**config.mk**
```make
export PLATFORM = sky130hd
export DESIGN_NAME = robSubsystem
export DESIGN_NICKNAME = d
export VERILOG_FILES = /design/src/rtl/ctrlFlowPkg.sv /design/src/rtl/robTypesPkg.sv /design/src/rtl/robSubsystem.sv /design/src/rtl/renameStatus.sv /design/src/rtl/reorderBuffer.sv /design/src/rtl/commitSequencer.sv /design/src/rtl/robPointers.sv
export SDC_FILE = /design/constraint.sdc
export NUM_CORES = 2
export LEC_CHECK = 0
export BUFFER_PORTS_ARGS = -buffer_cell sky130_fd_sc_hd__buf_2
export CAP_MARGIN = 20
export CORE_ASPECT_RATIO = 1.25
export CORE_MARGIN = 2
export CORE_UTILIZATION = 55
export CTS_CLUSTER_DIAMETER = 60
export DETAILED_ROUTE_END_ITERATION = 16
export HOLD_SLACK_MARGIN = 0.02
export PLACE_DENSITY_LB_ADDON = 0.15
export REMOVE_ABC_BUFFERS = 1
export SYNTH_ARGS = -nofsm -noshare
export SYNTH_HDL_FRONTEND = slang
export SYNTH_HIERARCHICAL = 1
export SYNTH_SLANG_ARGS = --single-unit
```
**constraint.sdc**
```tcl
create_clock -name clk -period 4.65 [get_ports clk]
set_clock_uncertainty 0.15 [all_clocks]
set_input_delay 1.1625 -clock clk [delete_from_list [all_inputs] [get_ports clk]]
set_output_delay 1.1625 -clock clk [all_outputs]
set_load 0.01 [all_outputs]
```
**src/rtl/ctrlFlowPkg.sv**
```systemverilog
// ----------------------------
// Control-flow definitions
// Instruction class, commit FSM states,
// branch resolution message and the
// class to write-flag decode
// ----------------------------

package ctrlFlowPkg;

  localparam int addrWidth = 32;  // PC and target width
  localparam int tagBits = 3;     // ROB tag width, 8 entries

  // Instruction class as seen by the ROB
  typedef enum logic [2:0] {
    clsAlu,
    clsLoad,
    clsStore,
    clsBranch,
    clsJal,
    clsJalr
  } instrClass_t;

  typedef enum logic [1:0] {
    stIdle,   // Nothing to commit
    stRun,    // Entries present
    stFlush   // One cycle after a redirect
  } commitState_t;

  // Branch resolution from the branch unit, 37 bits
  typedef struct packed {
    logic valid;
    logic [tagBits-1:0] tag;
    logic mispredict;
    logic [addrWidth-1:0] target;
  } branchRes_t;

  // Stores and branches leave the register file alone
  function automatic logic writesReg(instrClass_t cls);
    return !(cls inside {clsStore, clsBranch});
  endfunction

  function automatic logic writesMem(instrClass_t cls);
    return cls == clsStore;
  endfunction

endpackage
```
**src/rtl/robTypesPkg.sv**
```systemverilog
// ----------------------------
// ROB sizes and types
// Tag and register index types,
// allocation, CDB, entry and
// commit message structs
// ----------------------------

package robTypesPkg;

  // Defaults only, the top level carries the real values
  localparam int dataWidth = 32;
  localparam int regCount = 32;
  localparam int robDepth = 1 << ctrlFlowPkg::tagBits;

  typedef logic [ctrlFlowPkg::tagBits-1:0] robTag_t;  // Entry index
  typedef logic [$clog2(regCount)-1:0] archReg_t;     // x0..x31

  // Allocation request from rename, 73 bits
  typedef struct packed {
    ctrlFlowPkg::instrClass_t cls;
    archReg_t dest;
    logic [dataWidth-1:0] earlyResult;  // JAL link value or U-type result
    logic earlyReady;                   // Entry is born ready
    logic [ctrlFlowPkg::addrWidth-1:0] pc;
  } allocReq_t;

  // Common data bus broadcast, 36 bits
  typedef struct packed {
    logic valid;
    robTag_t tag;
    logic [dataWidth-1:0] result;
  } cdbMsg_t;

  // Per-entry instruction info
  typedef struct packed {
    ctrlFlowPkg::instrClass_t cls;
    archReg_t dest;
  } entryInfo_t;

  // Head entry contents presented at commit
  typedef struct packed {
    robTag_t tag;
    ctrlFlowPkg::instrClass_t cls;
    archReg_t dest;
    logic [dataWidth-1:0] result;
    logic regWrite;
    logic memWrite;
  } commitInfo_t;

  typedef struct packed {
    logic valid;        // Commit happens this cycle
    commitInfo_t info;
  } commitMsg_t;

endpackage

```
**src/rtl/robSubsystem.sv**
```systemverilog
// ----------------------------
// ROB subsystem top level
// Pointers, commit FSM, entry
// storage and status table
// ----------------------------
`timescale 1ns/1ps

module robSubsystem #(
  parameter int DataWidth = robTypesPkg::dataWidth,
  parameter int RobDepth  = robTypesPkg::robDepth,
  parameter int RegCount  = robTypesPkg::regCount
) (
  input  logic                               clk,
  input  logic                               arstN,
  input  robTypesPkg::allocReq_t             alloc,
  input  logic                               allocStrobe,
  input  robTypesPkg::cdbMsg_t               cdb,
  input  ctrlFlowPkg::branchRes_t            branch,
  input  robTypesPkg::robTag_t               lookupTagA,
  input  robTypesPkg::robTag_t               lookupTagB,
  input  robTypesPkg::archReg_t              srcRegA,
  input  robTypesPkg::archReg_t              srcRegB,
  output logic                               allocReady,
  output robTypesPkg::robTag_t               allocTag,
  output robTypesPkg::commitMsg_t            commit,
  output logic                               redirectValid,
  output logic [ctrlFlowPkg::addrWidth-1:0]  redirectPc,
  output logic [DataWidth-1:0]               valueA,
  output logic [DataWidth-1:0]               valueB,
  output logic                               readyA,
  output logic                               readyB,
  output logic                               busyA,
  output logic                               busyB,
  output robTypesPkg::robTag_t               tagA,
  output robTypesPkg::robTag_t               tagB
);

  robTypesPkg::robTag_t head;
  robTypesPkg::robTag_t tail;
  robTypesPkg::commitInfo_t headCommit;
  logic [ctrlFlowPkg::addrWidth-1:0] headTarget;
  logic full, empty, push, commitFire, flush, inFlush;
  logic headReady, headMispredict, allocWrite, commitWrite;

  assign allocReady  = !full && !inFlush;
  assign push        = allocStrobe && allocReady;  // Dropped strobes are re-sent
  assign allocTag    = tail;
  assign allocWrite  = push && ctrlFlowPkg::writesReg(alloc.cls);
  assign commitWrite = commitFire && headCommit.regWrite;
  assign commit      = '{valid: commitFire, info: headCommit};

  robPointers #(.RobDepth(RobDepth)) pointers_i (
    .clk, .arstN, .push, .pop(commitFire), .flush, .head, .tail, .full, .empty
  );

  commitSequencer sequencer_i (
    .clk, .arstN, .empty, .headReady, .headMispredict, .headTarget,
    .commitFire, .flush, .redirectValid, .inFlush, .redirectPc
  );

  reorderBuffer #(.DataWidth(DataWidth), .RobDepth(RobDepth)) buffer_i (
    .clk, .arstN, .alloc, .push, .tail, .head, .cdb, .branch,
    .lookupTagA, .lookupTagB, .valueA, .valueB, .readyA, .readyB,
    .headReady, .headMispredict, .headTarget, .headCommit
  );

  renameStatus #(.RegCount(RegCount)) status_i (
    .clk, .arstN, .allocWrite, .allocDest(alloc.dest), .allocTag(tail),
    .commitWrite, .commitDest(headCommit.dest), .commitTag(head), .flush,
    .srcRegA, .srcRegB, .busyA, .busyB, .tagA, .tagB
  );

endmodule

```
**src/rtl/renameStatus.sv**
```systemverilog
// ----------------------------
// Register status table
// Busy bit and youngest ROB tag
// per architectural register
// ----------------------------
`timescale 1ns/1ps

module renameStatus #(
  parameter int RegCount = robTypesPkg::regCount
) (
  input  logic                   clk,
  input  logic                   arstN,
  input  logic                   allocWrite,  // Allocation writes a register
  input  robTypesPkg::archReg_t  allocDest,
  input  robTypesPkg::robTag_t   allocTag,
  input  logic                   commitWrite, // Commit writes a register
  input  robTypesPkg::archReg_t  commitDest,
  input  robTypesPkg::robTag_t   commitTag,
  input  logic                   flush,
  input  robTypesPkg::archReg_t  srcRegA,
  input  robTypesPkg::archReg_t  srcRegB,
  output logic                   busyA,
  output logic                   busyB,
  output robTypesPkg::robTag_t   tagA,
  output robTypesPkg::robTag_t   tagB
);

  logic [RegCount-1:0] busy;
  robTypesPkg::robTag_t tagTab [RegCount];  // Youngest pending producer
  logic allocSet;
  logic commitClr;

  assign allocSet  = allocWrite && (allocDest != '0);  // x0 never renamed
  // Clear only if no younger producer took the register over
  assign commitClr = commitWrite && busy[commitDest] && (tagTab[commitDest] == commitTag);

  always_ff @(posedge clk or negedge arstN) begin
    if (!arstN) begin
      busy <= '0;
    end else if (flush) begin
      busy <= '0;  // Wrong-path producers are gone
    end else begin
      if (commitClr) busy[commitDest] <= 1'b0;
      if (allocSet) busy[allocDest] <= 1'b1;  // Allocation wins on the same register
    end
  end

  always_ff @(posedge clk) begin
    if (allocSet) tagTab[allocDest] <= allocTag;
  end

  assign busyA = busy[srcRegA];
  assign busyB = busy[srcRegB];
  assign tagA  = tagTab[srcRegA];
  assign tagB  = tagTab[srcRegB];

endmodule

```
**src/rtl/reorderBuffer.sv**
```systemverilog
// ----------------------------
// Reorder buffer storage
// Entry info, value, ready and
// control-flow arrays, head read
// and two operand lookup ports
// ----------------------------
`timescale 1ns/1ps

module reorderBuffer #(
  parameter int DataWidth = robTypesPkg::dataWidth,
  parameter int RobDepth  = robTypesPkg::robDepth
) (
  input  logic                               clk,
  input  logic                               arstN,
  input  robTypesPkg::allocReq_t             alloc,
  input  logic                               push,
  input  robTypesPkg::robTag_t               tail,
  input  robTypesPkg::robTag_t               head,
  input  robTypesPkg::cdbMsg_t               cdb,
  input  ctrlFlowPkg::branchRes_t            branch,
  input  robTypesPkg::robTag_t               lookupTagA,
  input  robTypesPkg::robTag_t               lookupTagB,
  output logic [DataWidth-1:0]               valueA,
  output logic [DataWidth-1:0]               valueB,
  output logic                               readyA,
  output logic                               readyB,
  output logic                               headReady,
  output logic                               headMispredict,
  output logic [ctrlFlowPkg::addrWidth-1:0]  headTarget,
  output robTypesPkg::commitInfo_t           headCommit
);

  // Payload arrays
  robTypesPkg::entryInfo_t infoArr [RobDepth];
  logic [DataWidth-1:0] valueArr [RobDepth];
  logic [ctrlFlowPkg::addrWidth-1:0] targetArr [RobDepth];

  // Control bits, cleared on reset
  logic [RobDepth-1:0] readyArr;
  logic [RobDepth-1:0] mispArr;

  robTypesPkg::entryInfo_t headInfo;

  always_ff @(posedge clk or negedge arstN) begin
    if (!arstN) begin
      readyArr <= '0;
      mispArr  <= '0;
    end else begin
      if (push) begin
        readyArr[tail] <= alloc.earlyReady;  // JAL and U-type are done at rename
        mispArr[tail]  <= 1'b0;
      end
      // Result write-back, independent of fullness
      if (cdb.valid) readyArr[cdb.tag] <= 1'b1;
      if (branch.valid) mispArr[branch.tag] <= branch.mispredict;
    end
  end

  always_ff @(posedge clk) begin
    if (push) begin
      infoArr[tail]   <= '{cls: alloc.cls, dest: alloc.dest};
      valueArr[tail]  <= alloc.earlyResult;
      // Fall-through PC until the branch unit resolves it
      targetArr[tail] <= alloc.pc + ctrlFlowPkg::addrWidth'(4);
    end
    if (cdb.valid) valueArr[cdb.tag] <= cdb.result;
    if (branch.valid) targetArr[branch.tag] <= branch.target;
  end

  // Head read, asynchronous
  assign headInfo   = infoArr[head];
  assign headReady  = readyArr[head];
  assign headTarget = targetArr[head];
  // Only branches and JALR can redirect
  assign headMispredict = mispArr[head] &&
                          (headInfo.cls inside {ctrlFlowPkg::clsBranch, ctrlFlowPkg::clsJalr});

  always_comb begin
    headCommit.tag      = head;
    headCommit.cls      = headInfo.cls;
    headCommit.dest     = headInfo.dest;
    headCommit.result   = valueArr[head];
    headCommit.regWrite = ctrlFlowPkg::writesReg(headInfo.cls);
    headCommit.memWrite = ctrlFlowPkg::writesMem(headInfo.cls);
  end

  // Operand lookups, no bypass from a same-cycle broadcast
  assign valueA = valueArr[lookupTagA];
  assign readyA = readyArr[lookupTagA];
  assign valueB = valueArr[lookupTagB];
  assign readyB = readyArr[lookupTagB];

  // Execution units only broadcast tags that were allocated earlier
  assert property (@(posedge clk) disable iff (!arstN)
    !(push && cdb.valid && cdb.tag == tail))
    else $error("CDB broadcast to the entry being allocated");

endmodule

```
**src/rtl/commitSequencer.sv**
```systemverilog
// ----------------------------
// Commit sequencer
// Commit FSM, commit pop, flush
// and PC redirect generation
// ----------------------------
`timescale 1ns/1ps

module commitSequencer (
  input  logic                                clk,
  input  logic                                arstN,
  input  logic                                empty,
  input  logic                                headReady,       // Head result available
  input  logic                                headMispredict,  // Head is a wrong-path redirect
  input  logic [ctrlFlowPkg::addrWidth-1:0]   headTarget,
  output logic                                commitFire,
  output logic                                flush,
  output logic                                redirectValid,
  output logic                                inFlush,
  output logic [ctrlFlowPkg::addrWidth-1:0]   redirectPc
);

  ctrlFlowPkg::commitState_t state;
  ctrlFlowPkg::commitState_t stateNext;

  // Commit in stRun only, never during the flush cycle
  assign commitFire = (state == ctrlFlowPkg::stRun) && !empty && headReady;
  assign flush      = commitFire && headMispredict;
  assign redirectValid = flush;        // Same cycle as the commit
  assign redirectPc    = headTarget;   // Resolved target of the head
  assign inFlush    = (state == ctrlFlowPkg::stFlush);

  always_comb begin
    stateNext = state;
    unique case (state)
      ctrlFlowPkg::stIdle: begin
        if (!empty) stateNext = ctrlFlowPkg::stRun;
      end
      ctrlFlowPkg::stRun: begin
        if (flush) begin
          stateNext = ctrlFlowPkg::stFlush;
        end else if (empty) begin
          stateNext = ctrlFlowPkg::stIdle;  // Drained
        end
      end
      ctrlFlowPkg::stFlush: begin
        stateNext = ctrlFlowPkg::stIdle;  // Buffer is empty after a flush
      end
      default: stateNext = ctrlFlowPkg::stIdle;
    endcase
  end

  always_ff @(posedge clk or negedge arstN) begin
    if (!arstN) begin
      state <= ctrlFlowPkg::stIdle;
    end else begin
      state <= stateNext;
    end
  end

  // A redirect retires the head, then one quiet flush cycle on an empty buffer
  assert property (@(posedge clk) disable iff (!arstN)
    redirectValid |-> commitFire ##1 (inFlush && empty && !commitFire))
    else $error("redirect not paired with commit and flush cycle");

endmodule

```
**src/rtl/robPointers.sv**
```systemverilog
// ----------------------------
// ROB head/tail pointers
// Wrapping counters, occupancy count,
// full and empty flags
// ----------------------------
`timescale 1ns/1ps

module robPointers #(
  parameter int RobDepth = robTypesPkg::robDepth
) (
  input  logic                  clk,
  input  logic                  arstN,
  input  logic                  push,   // Allocate at tail
  input  logic                  pop,    // Commit at head
  input  logic                  flush,  // Discard everything younger than head
  output robTypesPkg::robTag_t  head,
  output robTypesPkg::robTag_t  tail,
  output logic                  full,
  output logic                  empty
);

  localparam int CntBits = $clog2(RobDepth + 1);

  logic [CntBits-1:0] count;  // Occupancy, 0..RobDepth
  robTypesPkg::robTag_t headNext;
  robTypesPkg::robTag_t tailNext;

  // Wrap at RobDepth, not only at the tag width
  assign headNext = (head == robTypesPkg::robTag_t'(RobDepth - 1)) ? '0 : head + 1'b1;
  assign tailNext = (tail == robTypesPkg::robTag_t'(RobDepth - 1)) ? '0 : tail + 1'b1;

  always_ff @(posedge clk or negedge arstN) begin
    if (!arstN) begin
      head  <= '0;
      tail  <= '0;
      count <= '0;
    end else if (flush) begin
      head  <= headNext;  // Mispredicted entry retires
      tail  <= headNext;  // Younger entries dropped
      count <= '0;
    end else begin
      if (pop) head <= headNext;
      if (push) tail <= tailNext;
      unique case ({push, pop})
        2'b10:   count <= count + 1'b1;
        2'b01:   count <= count - 1'b1;
        default: ;  // Both or neither, count holds
      endcase
    end
  end

  assign full  = (count == CntBits'(RobDepth));  // All entries usable
  assign empty = (count == '0);

  // Allocation gating lives at the top level
  assert property (@(posedge clk) disable iff (!arstN) !(push && full))
    else $error("push while ROB full");
  // Commit gating lives in the sequencer
  assert property (@(posedge clk) disable iff (!arstN) !(pop && empty))
    else $error("pop while ROB empty");

endmodule

```
### Yosys cells after proc, flatten, opt, wreduce, memory -nomap -nowiden

Memories as Yosys holds them, arrays and structs flattened.
Index checks and enable logic that the tools add are counted.

| word-level totals | value |
|---|---|
| flip-flop bits (word level) | 60 |
| RAM bits | 672 |
| output and inout bits | 157 |
| memories | 4 |

| operators by class | value |
|---|---|
| add/sub/neg operators | 5 |
| $lt $le $gt $ge | 15 |
| equal/unequal tests | 15 |
| multiplexer cells | 54 |
| bitwise operators | 6 |
| reductions and logical operators | 31 |

Memories:

| memory | words | width | rd ports | clocked after memory_dff | wr ports | line | text |
|---|---|---|---|---|---|---|---|
| buffer_i.targetArr | 8 | 32 | 1 | 0 | 2 | reorderBuffer.sv:36 | `logic [ctrlFlowPkg::addrWidth-1:0] targetArr [RobDepth];` |
| buffer_i.valueArr | 8 | 32 | 3 | 0 | 2 | reorderBuffer.sv:35 | `logic [DataWidth-1:0] valueArr [RobDepth];` |
| status_i.tagTab | 32 | 3 | 3 | 0 | 1 | renameStatus.sv:29 | `robTypesPkg::robTag_t tagTab [RegCount];` |
| buffer_i.infoArr | 8 | 8 | 1 | 0 | 1 | reorderBuffer.sv:34 | `robTypesPkg::entryInfo_t infoArr [RobDepth];` |

Operators with widths:

| kind | number |
|---|---|
| $mux 32 | 4 |
| $add 32x3->32 const B | 1 |
| $and 32x32->32 | 1 |
| $mux 8 | 4 |
| $not 32->32 | 1 |
| $or 32x32->32 | 1 |
| $lt 3x4->1 const B | 6 |
| $lt 5x6->1 const B | 4 |
| $mux 1 | 20 |
| $mux 3 | 6 |
| $bwmux 8 | 2 |
| $logic_and 1x1->1 | 16 |
| $bmux 1 s5 | 3 |
| $bmux 1 s3 | 4 |
| $eq 3x2->1 const B | 4 |
| $demux 1 s5 | 2 |
| $ge 5x1->1 const B | 2 |
| $reduce_bool 2->1 | 5 |
| $demux 1 s3 | 3 |
| $eq 3x3->1 const B | 3 |
| $ge 3x1->1 const B | 3 |
| $and 8x8->8 | 1 |
| $not 8->8 | 1 |
| $or 8x8->8 | 1 |
| 19 further kinds | 28 |

### Longest topological paths before layout

| logic depth | value |
|---|---|
| depth in word-level cells | 12 |
| gate-level depth with buffers | 17 |
| mapped depth without buffers | 10 |

### Cells and area by module

Netlist, hierarchy kept.

Modules (own cells, without submodules):

| module | times used | cells an instance | area an instance (µm²) | sequential area each (µm²) |
|---|---|---|---|---|
| reorderBuffer | 1 | 2409 | 34101.5 | 17697.0 |
| renameStatus | 1 | 557 | 7811.2 | 3683.5 |
| robPointers | 1 | 68 | 658.1 | 250.2 |
| commitSequencer | 1 | 41 | 341.6 | 50.0 |
| robSubsystem | 1 | 6 | 41.3 | 0.0 |

### Worst setup path after synthesis

OpenSTA, ideal clock, no wires.

| timing | value |
|---|---|
| path type | register -> register |
| from | reg pointers_i.head[0] |
| to | reg status_i.busy[31] |
| arrival time | 4348 ps |
| required time | 4325 ps |
| setup slack | -23 ps |
| stages on the path, launching flop included | 15 |
| path buffers | 5 |
| clock period less this slack | 4673 ps |
| cell sequence | dfrtp_1 clkbuf_1 buf_1 mux4_2 mux2_2 buf_2 or4bb_1 o22ai_1 nor4_1 and3_1 or4_4 buf_6 buf_6 o31ai_1 a21oi_1 |

RTL lines:

| what | line | text |
|---|---|---|
| start, declared | robPointers.sv:16 | `output robTypesPkg::robTag_t head,` |
| start signal, assigned | robPointers.sv:38 | `head <= headNext;` |
| start signal, assigned | robPointers.sv:42 | `if (pop) head <= headNext;` |
| end signal, assigned | renameStatus.sv:39 | `busy <= '0;` |
| end signal, assigned | renameStatus.sv:41 | `busy <= '0;` |
| end signal, assigned by index | renameStatus.sv:43 | `if (commitClr) busy[commitDest] <= 1'b0;` |
| end, declared | renameStatus.sv:28 | `logic [RegCount-1:0] busy;` |

==> run summary <==
Yosys top cell by area = edfxtp_1
Pre-CTS setup slack = 296 ps
Syn-to-layout area delta = 12.4%
CORE AREA = 77300 sq um
Critical R2R Launch = pointers_i/head[0]
Pwr per Cell Area = 536 nW/um^2
Crit Path Category = reg2out
Layout cell share with drive strength beyond 1 = 41.4%
Pins Over Slew Limit = 0
CP endpoint kind = output pin
WL per Instance = 31.0 um
Post-Route WL = 135 mm
Finish-stage setup viols = 0
Clk buf depth = 3
CP max stage cell = dfrtp_4
Clock root buffer = clkbuf_16
Status = completed
Most frequent cells in the layout = edfxtp_1 (672), mux2_2 (404), mux4_2 (360)
Number of synthesized register bits = 732
Worst-path maximum fanout = 38
PortBufs = 321
Via count = 30200
Syn avg cell area = 13.9 sq um
Worst-Margin Slew = 1080 ps
Clock Sinks = 732
Post-route DRC = 0
RSZ-0062 raised after global routing = no
Synth Flop Type = edfxtp_1
Total power = 25.9 mW
Post-route ant nets = 0
CTS tree = built
Hold WC Path Type = in2async
Post-synthesis sequential area ratio = 50.5%
GP Congestion = 0.959
Pin count of the biggest net entering global routing = 67
1st-iter DRT viols = 3429
Post-synthesis cell type count = 67
Clock-pin slew on the worst setup and hold paths = 60 ps
Die W = 254 um
FMAX = 0.225 GHz
Final setup margin = 199 ps
Relative slew margins = 27.8%
Lkg Pwr = 17.0 nW
Drt pass-1 iters = 6
Syn. warnings = 6
FFs w/ async S/R, synth = 8.20%
Synth Instances = 3081
R2r endpoint = status_i/busy[16]
Min cycle time layout = 4450 ps
Placed cells = 4202
Dominant cells by area after synthesis = edfxtp_1 (47%), mux4_2 (19%), mux2_2 (11%), dfrtp_1 (3.5%), nand2_1 (2.0%)
Later-pin clock latency in the skew report = 650 ps
# rows = 114
Mapped Area = 43000 sq um
Htree depth = 3
Die H = 316 um
Most common cell after layout, fill and taps aside = edfxtp_1
Max-cap viol count = 0
Total track usage = 33.7%
R2R Setup Slk = 320 ps
Total CTS buffers = 77
First-pass GRT wire length = 197 mm
Vias in the first global route = 30500
Filler Cells Inserted = 5878
Number of enable flip-flop cells after synthesis = 672
Crit start category = register
Tcrit/Tclk final = 95.7%
Initial antenna violation count = 30
# hold bufs at CTS = 0
Grt ovf = 0
Final cell count without fillers = 4353
Drt via density = 6.94
Hold Fails Final Rpt = 0
Die Footprint = 80400 sq um
Largest stage delay on the critical path = 660 ps
Starting Density = 55.6%
I/O pin total = 322
Crit path cell chain = buf_12, mux4_2, mux2_2, nand2_1, nor3_1, buf_4, buf_2
Nets = 3412
Register-to-Register Path Depth = 9
Worst hold slack = 204 ps
Fin Setup TNS = 0 ps
Post-DP HPWL = 85.5 mm
CP required = 3340 ps
Post-synth top area share = 47.0%
Worst Path Arrival = 3140 ps
Worst vdd rail ir drop = 0.487 mV
where the power goes:
group | total, mW | switching (mW) | internal, mW
clock | 6.54 | 2.67 | 3.87
sequential | 9.25 | 0.779 | 8.47
combinational | 10.1 | 5.61 | 4.49
stage by stage:
step | instance area [sq um] | util, %
floorplan | 41400 | -
global placement | 45500 | 58.9
detailed placement | 45500 | 58.9
CTS | 48200 | 62.4
global route | 48300 | 62.4
finish | 48300 | 62.4
Yosys cell counts, types with 8 or more instances:
cell type and number:
mux4_2 360, mux2_2 405, nand2_1 232, xnor2_1 9
buf_2 27, nand4_1 36, o211ai_1 58, nand3_1 63
buf_1 64, a21oi_1 157, clkbuf_1 182, o31ai_1 33
buf_6 8, inv_1 48, o22ai_1 33, a31oi_1 64
nand2b_1 15, edfxtp_1 672, a2bb2oi_1 9, dfrtp_1 60
nor2b_1 14, nor4_1 14, mux2i_1 69, clkbuf_2 14
nor2_1 224, buf_4 47, or4_1 41, o221a_2 8
state kept, by name (all words and copies together), names as in the netlist:
name                cells
buffer_i/infoArr       64
buffer_i/mispArr        8
buffer_i/readyArr       8
buffer_i/targetArr    256
buffer_i/valueArr     256
pointers_i/count        4
pointers_i/head         3
pointers_i/tail         3
sequencer_i/state       2
status_i/busy          32
status_i/tagTab        96
worst max path at each step:
stage	startpoint	to
floorplan	pointers_i/head[0]	pointers_i/count[3]
global placement	srcRegB[0]	tagB[1]
detailed placement	srcRegB[0]	tagB[1]
CTS	pointers_i/head[1]	redirectValid
global route	pointers_i/head[0]	commit[45]
finish	pointers_i/head[0]	commit[45]
worst max-delay path: cells and delay by family, from the launching register on:
kind          cells  cell delay (ps)
mux               2              900
buf+inv           3              690
flops             1              660
simple gates      2              220
area by class of cell:
cell class	instances	area, sq um	share of cell area (%)
Sequential cell	732	21700	44.9
Multi-Input combinational cell	1960	19700	40.8
Timing Repair Buffer	420	2710	5.62
Clock buffer	100	2150	4.45
Tap cell	1044	1310	2.71
Clock inverter	41	498	1.03
Inverter	49	184	0.381
Antenna cell	7	17.5	0.0363
routing by layer:
| metal | GRT usage [%] | up-vias | share of wire, % | routed length, um |
|---|---|---|---|---|
| met2 | 56.7 | 1845 | 50 | 67400 |
| met3 | 7.12 | 444 | 9.4 | 12700 |
| met1 | 41.2 | 15300 | 35 | 47600 |
| met5 | 0 | - | 0.17 | 235 |
| met4 | 17.5 | 38 | 5.3 | 7130 |
| li1 | - | 12500 | - | - |
what timing repair did:
action,in CTS,in global routing
resized for setup,4,2
setup endpoints to repair,2,2
hold endpoints to repair,0,0
buffers inserted,0,1
gates cloned,1,0
logic make-up after synthesis:
kind of cell               count (synthesis)  share of synthesized area [%]
DFF                                      732                           50.5
buffers and inverters                    391                           4.09
other                                      1                        0.00873
muxes                                    834                           31.1
xor gates and xnor gates                  15                          0.306
adders and majority gates                  7                          0.204
and+or+nand+nor                          719                           8.18
AOI/OAI and AO/OA                        382                           5.64
(Power assumes the default switching activity.)
